### src/rv_decode_defs.svh
`ifndef RV_DECODE_DEFS_SVH
`define RV_DECODE_DEFS_SVH

// datapath and instruction word width
`define XLEN   32

// register index width, x0..x31
`define REG_AW 5

////////////////////////////////////////////////////////////
// RV32 base opcodes, bits [6:0]
////////////////////////////////////////////////////////////
`define OP_LOAD   7'b0000011
`define OP_STORE  7'b0100011
`define OP_OP     7'b0110011   // reg-reg, incl. M extension
`define OP_OPIMM  7'b0010011
`define OP_BRANCH 7'b1100011
`define OP_JAL    7'b1101111
`define OP_JALR   7'b1100111
`define OP_LUI    7'b0110111
`define OP_AUIPC  7'b0010111
`define OP_SYSTEM 7'b1110011   // csr access, ecall/ebreak

`endif

### src/rv_decode_pkg.sv
`include "rv_decode_defs.svh"

package rv_decode_pkg;

  ////////////////////////////////////////////////////////////
  // instruction word, one view per encoding format
  ////////////////////////////////////////////////////////////
  typedef union packed {
    struct packed {
      logic [6:0]         funct7;
      logic [`REG_AW-1:0] rs2;
      logic [`REG_AW-1:0] rs1;
      logic [2:0]         funct3;
      logic [`REG_AW-1:0] rd;
      logic [6:0]         opcode;
    } r_fmt;
    struct packed {
      logic [11:0]        imm12;
      logic [`REG_AW-1:0] rs1;
      logic [2:0]         funct3;
      logic [`REG_AW-1:0] rd;
      logic [6:0]         opcode;
    } i_fmt;
    struct packed {
      logic [6:0]         imm_hi;   // imm[11:5]
      logic [`REG_AW-1:0] rs2;
      logic [`REG_AW-1:0] rs1;
      logic [2:0]         funct3;
      logic [4:0]         imm_lo;   // imm[4:0]
      logic [6:0]         opcode;
    } s_fmt;
    struct packed {
      logic               imm12;
      logic [5:0]         imm10_5;
      logic [`REG_AW-1:0] rs2;
      logic [`REG_AW-1:0] rs1;
      logic [2:0]         funct3;
      logic [3:0]         imm4_1;
      logic               imm11;
      logic [6:0]         opcode;
    } b_fmt;
    struct packed {
      logic [19:0]        imm20;    // also carries the scrambled J immediate
      logic [`REG_AW-1:0] rd;
      logic [6:0]         opcode;
    } u_fmt;
  } instr_u;

  // decoded control word, 45 bits
  typedef struct packed {
    logic [2:0] alusel;
    logic [2:0] mulsel;
    logic [2:0] divsel;
    logic [2:0] csrsel;
    logic [2:0] storecntrl;  // sw,sh,sb
    logic [4:0] loadcntrl;   // lhu,lbu,lw,lh,lb
    logic [3:0] cmpcntrl;    // sltiu,slti,sltu,slt
    logic       branch;
    logic       beq;
    logic       bne;
    logic       blt;
    logic       bge;
    logic       bltu;
    logic       bgeu;
    logic       memread;
    logic       memwrite;
    logic       regwrite;
    logic       alusrc;
    logic       compare;
    logic       auipc;
    logic       lui;
    logic       jal;
    logic       jalr;
    logic       illegal_ins;
    logic       csrwrite;
    logic       csrread;
    logic       mul_inst;
    logic       div_inst;
  } ctrl_t;

  // ID/EX pipeline word
  typedef struct packed {
    logic [`XLEN-1:0]   pc;
    ctrl_t              ctrl;
    logic [`XLEN-1:0]   imm;
    logic [`REG_AW-1:0] rs1;
    logic [`REG_AW-1:0] rs2;
    logic [`REG_AW-1:0] rd;
    logic [2:0]         funct3;
  } id_ex_t;

endpackage

### src/control.sv
`timescale 1ns/1ps
`include "rv_decode_defs.svh"

module control
(
  input  rv_decode_pkg::instr_u instr,
  input  logic                  flush,
  input  logic                  hazard,
  output rv_decode_pkg::ctrl_t  ctrl
);

  logic stall;
  logic rd_zero;
  logic rs1_zero;

  assign stall    = flush || hazard || (instr == '0);  // zero word counts as a nop
  assign rd_zero  = (instr.r_fmt.rd == '0);
  assign rs1_zero = (instr.r_fmt.rs1 == '0);

  ////////////////////////////////////////////////////////////
  // main decode
  ////////////////////////////////////////////////////////////
  always_comb
  begin
    ctrl = '0;

    unique case (instr.r_fmt.opcode)
      `OP_LOAD:
      begin
        ctrl.memread  = 1'b1;
        ctrl.regwrite = 1'b1;
        ctrl.alusrc   = 1'b1;  // base + offset on the adder
        unique case (instr.r_fmt.funct3)
          3'b000:  ctrl.loadcntrl   = 5'b00001;  // lb
          3'b001:  ctrl.loadcntrl   = 5'b00010;  // lh
          3'b010:  ctrl.loadcntrl   = 5'b00100;  // lw
          3'b100:  ctrl.loadcntrl   = 5'b01000;  // lbu
          3'b101:  ctrl.loadcntrl   = 5'b10000;  // lhu
          default: ctrl.illegal_ins = 1'b1;
        endcase
      end
      `OP_OP:
      begin
        ctrl.regwrite = 1'b1;
        unique case ({instr.r_fmt.funct7, instr.r_fmt.funct3})
          {7'h00, 3'b000}: ctrl.alusel = 3'b000;  // add
          {7'h20, 3'b000}: ctrl.alusel = 3'b001;  // sub
          {7'h00, 3'b001}: ctrl.alusel = 3'b101;  // sll
          {7'h00, 3'b010}:                        // slt
          begin
            ctrl.compare  = 1'b1;
            ctrl.cmpcntrl = 4'b0001;
          end
          {7'h00, 3'b011}:                        // sltu
          begin
            ctrl.compare  = 1'b1;
            ctrl.cmpcntrl = 4'b0010;
          end
          {7'h00, 3'b100}: ctrl.alusel = 3'b100;  // xor
          {7'h00, 3'b101}: ctrl.alusel = 3'b110;  // srl
          {7'h20, 3'b101}: ctrl.alusel = 3'b111;  // sra
          {7'h00, 3'b110}: ctrl.alusel = 3'b011;  // or
          {7'h00, 3'b111}: ctrl.alusel = 3'b010;  // and
          // M extension, funct3 picks the op
          {7'h01, 3'b000},
          {7'h01, 3'b001},
          {7'h01, 3'b010},
          {7'h01, 3'b011}:
          begin
            ctrl.mul_inst = 1'b1;
            ctrl.mulsel   = {1'b0, instr.r_fmt.funct3[1:0]} + 3'd1;  // mul..mulhu -> 1..4
          end
          {7'h01, 3'b100},
          {7'h01, 3'b101},
          {7'h01, 3'b110},
          {7'h01, 3'b111}:
          begin
            ctrl.div_inst = 1'b1;
            ctrl.divsel   = {1'b0, instr.r_fmt.funct3[1:0]} + 3'd1;  // div..remu -> 1..4
          end
          default: ctrl.illegal_ins = 1'b1;
        endcase
      end
      `OP_OPIMM:
      begin
        ctrl.regwrite = 1'b1;
        ctrl.alusrc   = 1'b1;
        unique case (instr.r_fmt.funct3)
          3'b000: ctrl.alusel = 3'b000;  // addi
          3'b001:                        // slli, shamt only
            if (instr.r_fmt.funct7 == 7'h00)
              ctrl.alusel = 3'b101;
            else
              ctrl.illegal_ins = 1'b1;
          3'b010:                        // slti
          begin
            ctrl.compare  = 1'b1;
            ctrl.cmpcntrl = 4'b0100;
          end
          3'b011:                        // sltiu
          begin
            ctrl.compare  = 1'b1;
            ctrl.cmpcntrl = 4'b1000;
          end
          3'b100: ctrl.alusel = 3'b100;  // xori
          3'b101:
            unique case (instr.r_fmt.funct7)
              7'h00:   ctrl.alusel      = 3'b110;  // srli
              7'h20:   ctrl.alusel      = 3'b111;  // srai
              default: ctrl.illegal_ins = 1'b1;
            endcase
          3'b110: ctrl.alusel = 3'b011;  // ori
          3'b111: ctrl.alusel = 3'b010;  // andi
        endcase
      end
      `OP_STORE:
      begin
        ctrl.memwrite = 1'b1;
        ctrl.alusrc   = 1'b1;
        unique case (instr.r_fmt.funct3)
          3'b000:  ctrl.storecntrl  = 3'b001;  // sb
          3'b001:  ctrl.storecntrl  = 3'b010;  // sh
          3'b010:  ctrl.storecntrl  = 3'b100;  // sw
          default: ctrl.illegal_ins = 1'b1;
        endcase
      end
      `OP_BRANCH:
      begin
        ctrl.branch = 1'b1;
        unique case (instr.r_fmt.funct3)
          3'b000:  ctrl.beq         = 1'b1;
          3'b001:  ctrl.bne         = 1'b1;
          3'b100:  ctrl.blt         = 1'b1;
          3'b101:  ctrl.bge         = 1'b1;
          3'b110:  ctrl.bltu        = 1'b1;
          3'b111:  ctrl.bgeu        = 1'b1;
          default: ctrl.illegal_ins = 1'b1;
        endcase
      end
      `OP_JAL:
      begin
        ctrl.jal      = 1'b1;
        ctrl.regwrite = 1'b1;  // link register
      end
      `OP_JALR:
      begin
        ctrl.jalr     = 1'b1;
        ctrl.regwrite = 1'b1;
      end
      `OP_LUI:
      begin
        ctrl.lui      = 1'b1;
        ctrl.alusrc   = 1'b1;
        ctrl.regwrite = 1'b1;
      end
      `OP_AUIPC:
      begin
        ctrl.auipc    = 1'b1;
        ctrl.alusrc   = 1'b1;
        ctrl.regwrite = 1'b1;
      end
      `OP_SYSTEM:
      begin
        ctrl.csrsel = instr.r_fmt.funct3;
        unique case (instr.r_fmt.funct3)
          3'b001,                        // csrrw, csrrwi
          3'b101:
          begin
            ctrl.alusrc   = instr.r_fmt.funct3[2];  // uimm in the rs1 slot
            ctrl.regwrite = !rd_zero;
            ctrl.csrread  = !rd_zero;               // no side-effect read for rd = x0
            ctrl.csrwrite = 1'b1;
          end
          3'b010, 3'b011,                // csrrs, csrrc and the imm forms
          3'b110, 3'b111:
          begin
            ctrl.alusrc   = instr.r_fmt.funct3[2];
            ctrl.regwrite = 1'b1;
            ctrl.csrread  = 1'b1;
            ctrl.csrwrite = !rs1_zero;              // x0 mask means read only
          end
          default: ;                     // ecall/ebreak, nothing here
        endcase
      end
      default: ctrl.illegal_ins = 1'b1;
    endcase

    // kill state updates of a stalled slot
    if (stall)
    begin
      ctrl.regwrite = 1'b0;
      ctrl.memwrite = 1'b0;
      ctrl.csrwrite = 1'b0;
      ctrl.csrread  = 1'b0;
    end

    // control flow and traps only dropped on flush
    if (flush)
    begin
      ctrl.jal         = 1'b0;
      ctrl.jalr        = 1'b0;
      ctrl.branch      = 1'b0;
      ctrl.illegal_ins = 1'b0;
    end
  end

  // one-hot encodings must survive every case arm
  always_comb
  begin
    a_load_onehot0: assert ($onehot0(ctrl.loadcntrl));
    a_store_onehot0: assert ($onehot0(ctrl.storecntrl));
    a_branch_kind: assert ($onehot0({ctrl.beq, ctrl.bne, ctrl.blt,
                                      ctrl.bge, ctrl.bltu, ctrl.bgeu}));
    a_mem_excl: assert (!(ctrl.memread && ctrl.memwrite));
  end

endmodule

### src/imm_gen.sv
`timescale 1ns/1ps
`include "rv_decode_defs.svh"

module imm_gen
(
  input  rv_decode_pkg::instr_u instr,
  output logic [`XLEN-1:0]      imm
);

  // everything sign extends from instr[31]
  always_comb
  begin
    case (instr.r_fmt.opcode)
      `OP_LOAD,
      `OP_OPIMM,
      `OP_JALR,
      `OP_SYSTEM:  // I format
        imm = {{20{instr.i_fmt.imm12[11]}}, instr.i_fmt.imm12};
      `OP_STORE:   // S format
        imm = {{20{instr.s_fmt.imm_hi[6]}}, instr.s_fmt.imm_hi, instr.s_fmt.imm_lo};
      `OP_BRANCH:  // B format, halfword aligned
        imm = {{19{instr.b_fmt.imm12}},
               instr.b_fmt.imm12,
               instr.b_fmt.imm11,
               instr.b_fmt.imm10_5,
               instr.b_fmt.imm4_1,
               1'b0};
      `OP_LUI,
      `OP_AUIPC:   // U format
        imm = {instr.u_fmt.imm20, 12'h000};
      `OP_JAL:
      begin
        // J format shares the U slot, bits reordered
        imm = {{12{instr.u_fmt.imm20[19]}},
               instr.u_fmt.imm20[7:0],    // imm[19:12]
               instr.u_fmt.imm20[8],      // imm[11]
               instr.u_fmt.imm20[18:9],   // imm[10:1]
               1'b0};
      end
      default:
        imm = '0;
    endcase
  end

endmodule

### src/hazard_unit.sv
`timescale 1ns/1ps
`include "rv_decode_defs.svh"

module hazard_unit
(
  input  logic                  clk,
  input  rv_decode_pkg::instr_u instr,
  input  logic [`REG_AW-1:0]    ex_rd,
  input  logic                  ex_memread,
  output logic                  hazard
);

  logic [6:0] opcode;
  logic       use_rs2;
  logic       rs1_hit;
  logic       rs2_hit;
  logic       ex_load;

  assign opcode = instr.r_fmt.opcode;

  // only R, S and B formats carry a real rs2
  assign use_rs2 = (opcode == `OP_OP) || (opcode == `OP_STORE) || (opcode == `OP_BRANCH);

  assign rs1_hit = (instr.r_fmt.rs1 == ex_rd);
  assign rs2_hit = use_rs2 && (instr.r_fmt.rs2 == ex_rd);

  // load in EX writing a real register
  assign ex_load = ex_memread && (ex_rd != '0);

  assign hazard = ex_load && (rs1_hit || rs2_hit);

  ////////////////////////////////////////////////////////////
  // checks
  ////////////////////////////////////////////////////////////
  // the bubble behind a load-use stall frees the slot again
  a_single_stall: assert property (@(posedge clk) hazard |=> !hazard);

endmodule

### src/id_ex_reg.sv
`timescale 1ns/1ps
`include "rv_decode_defs.svh"

module id_ex_reg
(
  input  logic                  clk,
  input  logic                  rst_n,
  input  logic [`XLEN-1:0]      pc,
  input  rv_decode_pkg::instr_u instr,
  input  rv_decode_pkg::ctrl_t  ctrl,
  input  logic [`XLEN-1:0]      imm,
  input  logic                  flush,
  input  logic                  hazard,
  output rv_decode_pkg::id_ex_t id_ex
);

  logic bubble;

  // zero word is a bubble too
  assign bubble = flush || hazard || (instr == '0);

  always_ff @(posedge clk)
  begin
    if (!rst_n)
    begin
      id_ex <= '0;
    end
    else
    begin
      id_ex.pc     <= pc;
      id_ex.imm    <= imm;
      id_ex.rs1    <= instr.r_fmt.rs1;
      id_ex.rs2    <= instr.r_fmt.rs2;
      id_ex.rd     <= instr.r_fmt.rd;
      id_ex.funct3 <= instr.r_fmt.funct3;
      if (bubble)
        id_ex.ctrl <= '0;    // nop into EX
      else
        id_ex.ctrl <= ctrl;
    end
  end

  ////////////////////////////////////////////////////////////
  // checks
  ////////////////////////////////////////////////////////////
  // a flushed slot must not write anything in later stages
  a_flush_quiet: assert property (
    @(posedge clk) disable iff (!rst_n)
    flush |=> (!id_ex.ctrl.regwrite && !id_ex.ctrl.memwrite)
  );

endmodule

### src/rv_decode_stage.sv
`timescale 1ns/1ps
`include "rv_decode_defs.svh"

module rv_decode_stage
(
  input  logic                  clk,
  input  logic                  rst_n,
  input  rv_decode_pkg::instr_u instr,
  input  logic [`XLEN-1:0]      pc,
  input  logic                  flush,        // taken branch/jump in EX
  output rv_decode_pkg::id_ex_t id_ex,
  output logic                  stall_fetch
);

  import rv_decode_pkg::*;

  ctrl_t            ctrl;
  logic [`XLEN-1:0] imm;
  logic             hazard;

  // load-use check against the slot now in EX
  hazard_unit u_hazard
  (
    .clk        (clk),
    .instr      (instr),
    .ex_rd      (id_ex.rd),
    .ex_memread (id_ex.ctrl.memread),
    .hazard     (hazard)
  );

  control u_control
  (
    .instr  (instr),
    .flush  (flush),
    .hazard (hazard),
    .ctrl   (ctrl)
  );

  imm_gen u_imm_gen
  (
    .instr (instr),
    .imm   (imm)
  );

  id_ex_reg u_id_ex_reg
  (
    .clk    (clk),
    .rst_n  (rst_n),
    .pc     (pc),
    .instr  (instr),
    .ctrl   (ctrl),
    .imm    (imm),
    .flush  (flush),
    .hazard (hazard),
    .id_ex  (id_ex)
  );

  assign stall_fetch = hazard;  // fetch holds instr and pc one more cycle

endmodule

### config.mk
export PLATFORM = sky130hd
export DESIGN_NAME = rv_decode_stage
export DESIGN_NICKNAME = d
export VERILOG_FILES = /design/src/rv_decode_pkg.sv /design/src/control.sv /design/src/imm_gen.sv /design/src/hazard_unit.sv /design/src/id_ex_reg.sv /design/src/rv_decode_stage.sv
export VERILOG_INCLUDE_DIRS = /design/src /design/src/src
export SDC_FILE = /design/constraint.sdc
export NUM_CORES = 1
export LEC_CHECK = 0
export BUFFER_PORTS_ARGS = -buffer_cell sky130_fd_sc_hd__buf_4
export CAP_MARGIN = 15
export CELL_PAD_IN_SITES_DETAIL_PLACEMENT = 2
export CELL_PAD_IN_SITES_GLOBAL_PLACEMENT = 2
export CORE_UTILIZATION = 29
export CTS_CLUSTER_SIZE = 16
export DETAILED_ROUTE_END_ITERATION = 10
export GPL_ROUTABILITY_DRIVEN = 0
export HOLD_SLACK_MARGIN = 0.08
export PLACE_DENSITY = 0.86
export REMOVE_ABC_BUFFERS = 1
export SYNTH_ARGS = -nofsm -noshare
export SYNTH_HDL_FRONTEND = slang
export SYNTH_SLANG_ARGS = --single-unit
### constraint.sdc
create_clock -name clk -period 6.7 [get_ports clk]
set_input_delay 1.34 -clock clk [delete_from_list [all_inputs] [get_ports clk]]
set_output_delay 1.34 -clock clk [all_outputs]
set_load 0.05 [all_outputs]
==> reports/metrics.yaml <==
detailed_routing:
  drt_iter0_drc: 296
  routed_length_per_placed_instance_um: 21.4
  final_antenna_net_count: 0
  drc_errors: 0
  detail_route.vias_per_cell: 4.94
  routed_wirelength_mm: 18.9
  route.vias.total: 4370
  firstDrtPassIters: 4
floorplan:
  core-area_sq_um: 15300
  initial_standard_cell_utilization_of_the_core: 0.299
  fp.dieW_um: 128
  die-height_um: 128
  row_count: 45
  design.die.area_sq_um: 16300
  floorplan.io_pins: 195
setup_path:
  worstPathMaxFanout: 46
  startpoint_type: "input port"
  critPathArrivalTime_ns: 3.28
  worstReg2RegEnd: "u_id_ex_reg.id_ex[53]"
  timing.reg2reg.setup_slack_ns: 4.47
  worstRegToRegCells: 5
  regToRegStartpoint: "u_id_ex_reg.id_ex[4]"
  worst_path_required_time_ns: 5.36
  critical_path.endpoint_type: "output pin"
  critical_setup_path_class: "in2out"
synth:
  synth-seq-cells: 127
  synth_cells: 480
  synth.avg_cell_area_sq_um: 9.55
  syn_area_sq_um: 4580
  yosys_warnings: 0
  yosys.cell_types.count: 52
  ys.flop_type: "dfxtp_1"
  synth_enable_flop_cells: 0
  asyncSetResetFlopFracSynth: 0
  synth.yosys.seq_area_share: 0.555
clock_tree:
  cts_hold_buf: 0
  cts_max_level: 4
  clock_sink_count: 127
  clock_tree_from_tritoncts: "built"
  tritoncts.num_buffers: 17
  clk_pin_slew_worst_paths_ns: 0.06
  number_of_resized_instances_in_the_post_cts_repair_step: 0
  cts.root.buffer_cell: "clkbuf_16"
  ctsLongestPathBuffers: 2
  number_of_setup_buffers_added_after_cts: 0
  insertion_delay_ns: 0.42
layout:
  post_route_cells_drive_above_1_share: 0.348
  largest_register_ff_count: 127
  final_cell_area_sq_um: 6780
  antenna_cells_inserted: 0
  finish.net_count: 731
  fill_cells: 1639
  fin_cells: 884
  area_delta_synth_final_pct: 48.0
pwr:
  power.leakage_nw: 2.85
  power.density_nw_per_um2: 286
  max-vdd-ir-drop_uv: 164
run:
  max_cap_violations: 0
worst_hold_path:
  worstHoldStart: "u_id_ex_reg.id_ex[63]"
  timing.hold.worst.class: "reg2reg"
  worstHoldEndpoint: "u_id_ex_reg.id_ex[56]"
  min_delay_path_depth: 4
timing:
  fin_skew_ns: 0.00882
  finalHoldWorstSlack_ns: 1.08
  period_minus_slack_ns: 4.62
  fin_tns_setup_ns: 0
  relSlewSlack: 0.234
  worst_slew_pin_slew_ns: 1.15
  final_hold_violation_count: 0
  rsz0062_at_grt: "false"
  timing.fmax_ghz: 0.216
  timing.final.crit_share: 0.690
  setup_viol: 0
  slew_violations: 0
grt:
  antenna_violations_before_repair: 0
  grt_pass1_wl_mm: 28.5
  globalRouteTotalUtil: 0.237
  grt_pass1_vias: 4847
  globalRoute.totalOverflow: 0
  grt_start_max_net_pins: 54
placed_design:
  dpl.hpwl_mm: 13.4
  postPlaceCellArea_sq_um: 6170
  portBuffers: 194
  placedCellCount: 852
outcome:
  run_status: "finished clean"
metal layers:
metal  vias up  routed length [um]  share of wire  track usage
li1       2032                   -              -            -
met2       174                9570           0.51        0.421
met5         -                   0              0            0
met3        37                1280          0.068       0.0689
met1      2127                7520           0.40        0.262
met4         0                 508          0.027        0.103
critical path, cell delays in order:
cell and delay (ns):
buf_4 0.16, nor4bb_1 0.57, nand4_1 0.25, a21oi_4 0.19
buf_4 0.44, buf_4 0.30
stage by stage:
stage	power, mW	util	setup WS, ns
2_1_floorplan	0.903	-	1.09
3_3_place_gp	0.995	0.403	2.28
3_5_place_dp	1.00	0.403	2.17
4_1_cts	1.96	0.443	2.14
5_1_grt	2.00	0.443	1.98
6_report	1.94	0.443	2.08
power breakdown:
group | switching (mW) | internal (mW) | leakage [nW]
Combinational | 0.138 | 0.0720 | 1.53
Clock | 0.360 | 0.590 | 0.288
Sequential | 0.00788 | 0.773 | 1.04
area by class of cell:
class	instances	area, sq um	area share
clock buffer	21	480	0.0708
clock inverter	11	130	0.0192
inverter	8	30.0	0.00443
multi-input combinational	309	1860	0.274
sequential	127	2540	0.375
tap	211	264	0.0389
timing repair buffer	197	1480	0.218
layout by cell type (no fill, tap or decap), types with 2 or more instances in the layout:
cell type and count:
clkbuf_8 4, and3_1 2, nand4_1 6, bufinv_16 2
o211ai_1 2, a21oi_1 28, a2111oi_0 3, clkbuf_16 17
nor4b_1 4, nor4_1 9, xnor2_1 4, o22ai_1 4
nand2b_1 4, buf_4 197, clkinv_4 2, dfxtp_1 127
xor2_1 8, a32oi_1 2, or4_1 5, inv_6 2
nand3_1 24, a22o_1 2, nor2b_1 6, clkinvlp_4 4
inv_1 7, a22oi_1 4, nor2_1 17, and2_1 58
a211oi_1 4, o21ai_0 5, nor3_1 43, ha_1 4
nand2_1 38
cells in the mapped netlist (2+ instances only):
| cell | number | area (sq um) |
|---|---|---|
| and3_1 | 2 | 12.5 |
| nor4_1 | 10 | 62.6 |
| a2111oi_0 | 3 | 26.3 |
| inv_1 | 7 | 26.3 |
| nor2_1 | 17 | 63.8 |
| clkbuf_1 | 28 | 105 |
| nand2_1 | 38 | 143 |
| nor4b_1 | 4 | 35.0 |
| xnor2_1 | 4 | 35.0 |
| xor2_1 | 8 | 70.1 |
| o22ai_1 | 4 | 25.0 |
| ha_1 | 4 | 50.1 |
| o21ai_0 | 5 | 25.0 |
| a32oi_1 | 2 | 17.5 |
| and2_1 | 58 | 363 |
| a22oi_1 | 4 | 30.0 |
| nor2b_1 | 6 | 37.5 |
| dfxtp_1 | 127 | 2540 |
| nand4_1 | 6 | 37.5 |
| nor3_1 | 43 | 215 |
| a22o_1 | 2 | 17.5 |
| nand2b_1 | 4 | 25.0 |
| buf_6 | 4 | 45.0 |
| a211oi_1 | 4 | 30.0 |
| buf_2 | 3 | 15.0 |
| nand3_1 | 24 | 120 |
| o211ai_1 | 2 | 15.0 |
| a21oi_1 | 29 | 145 |
| or4_1 | 5 | 37.5 |
kinds of logic after synthesis:
family | count (synthesis) | synth area share
buffers and inverters | 44 | 0.0442
xor gates and xnor gates | 12 | 0.0229
adders and majority gates | 4 | 0.0109
and+or+nand+nor | 226 | 0.269
AOI/OAI and AO/OA | 67 | 0.0983
DFF | 127 | 0.555
worst max path at each step:
stage	from	end	slack, ns
finish	instr[3]	stall_fetch	2.08
global route	instr[3]	stall_fetch	1.98
CTS	instr[3]	stall_fetch	2.14
detailed placement	instr[3]	stall_fetch	2.17
global placement	instr[3]	stall_fetch	2.28
floorplan	instr[23]	stall_fetch	1.09
(Power assumes the default switching activity.)
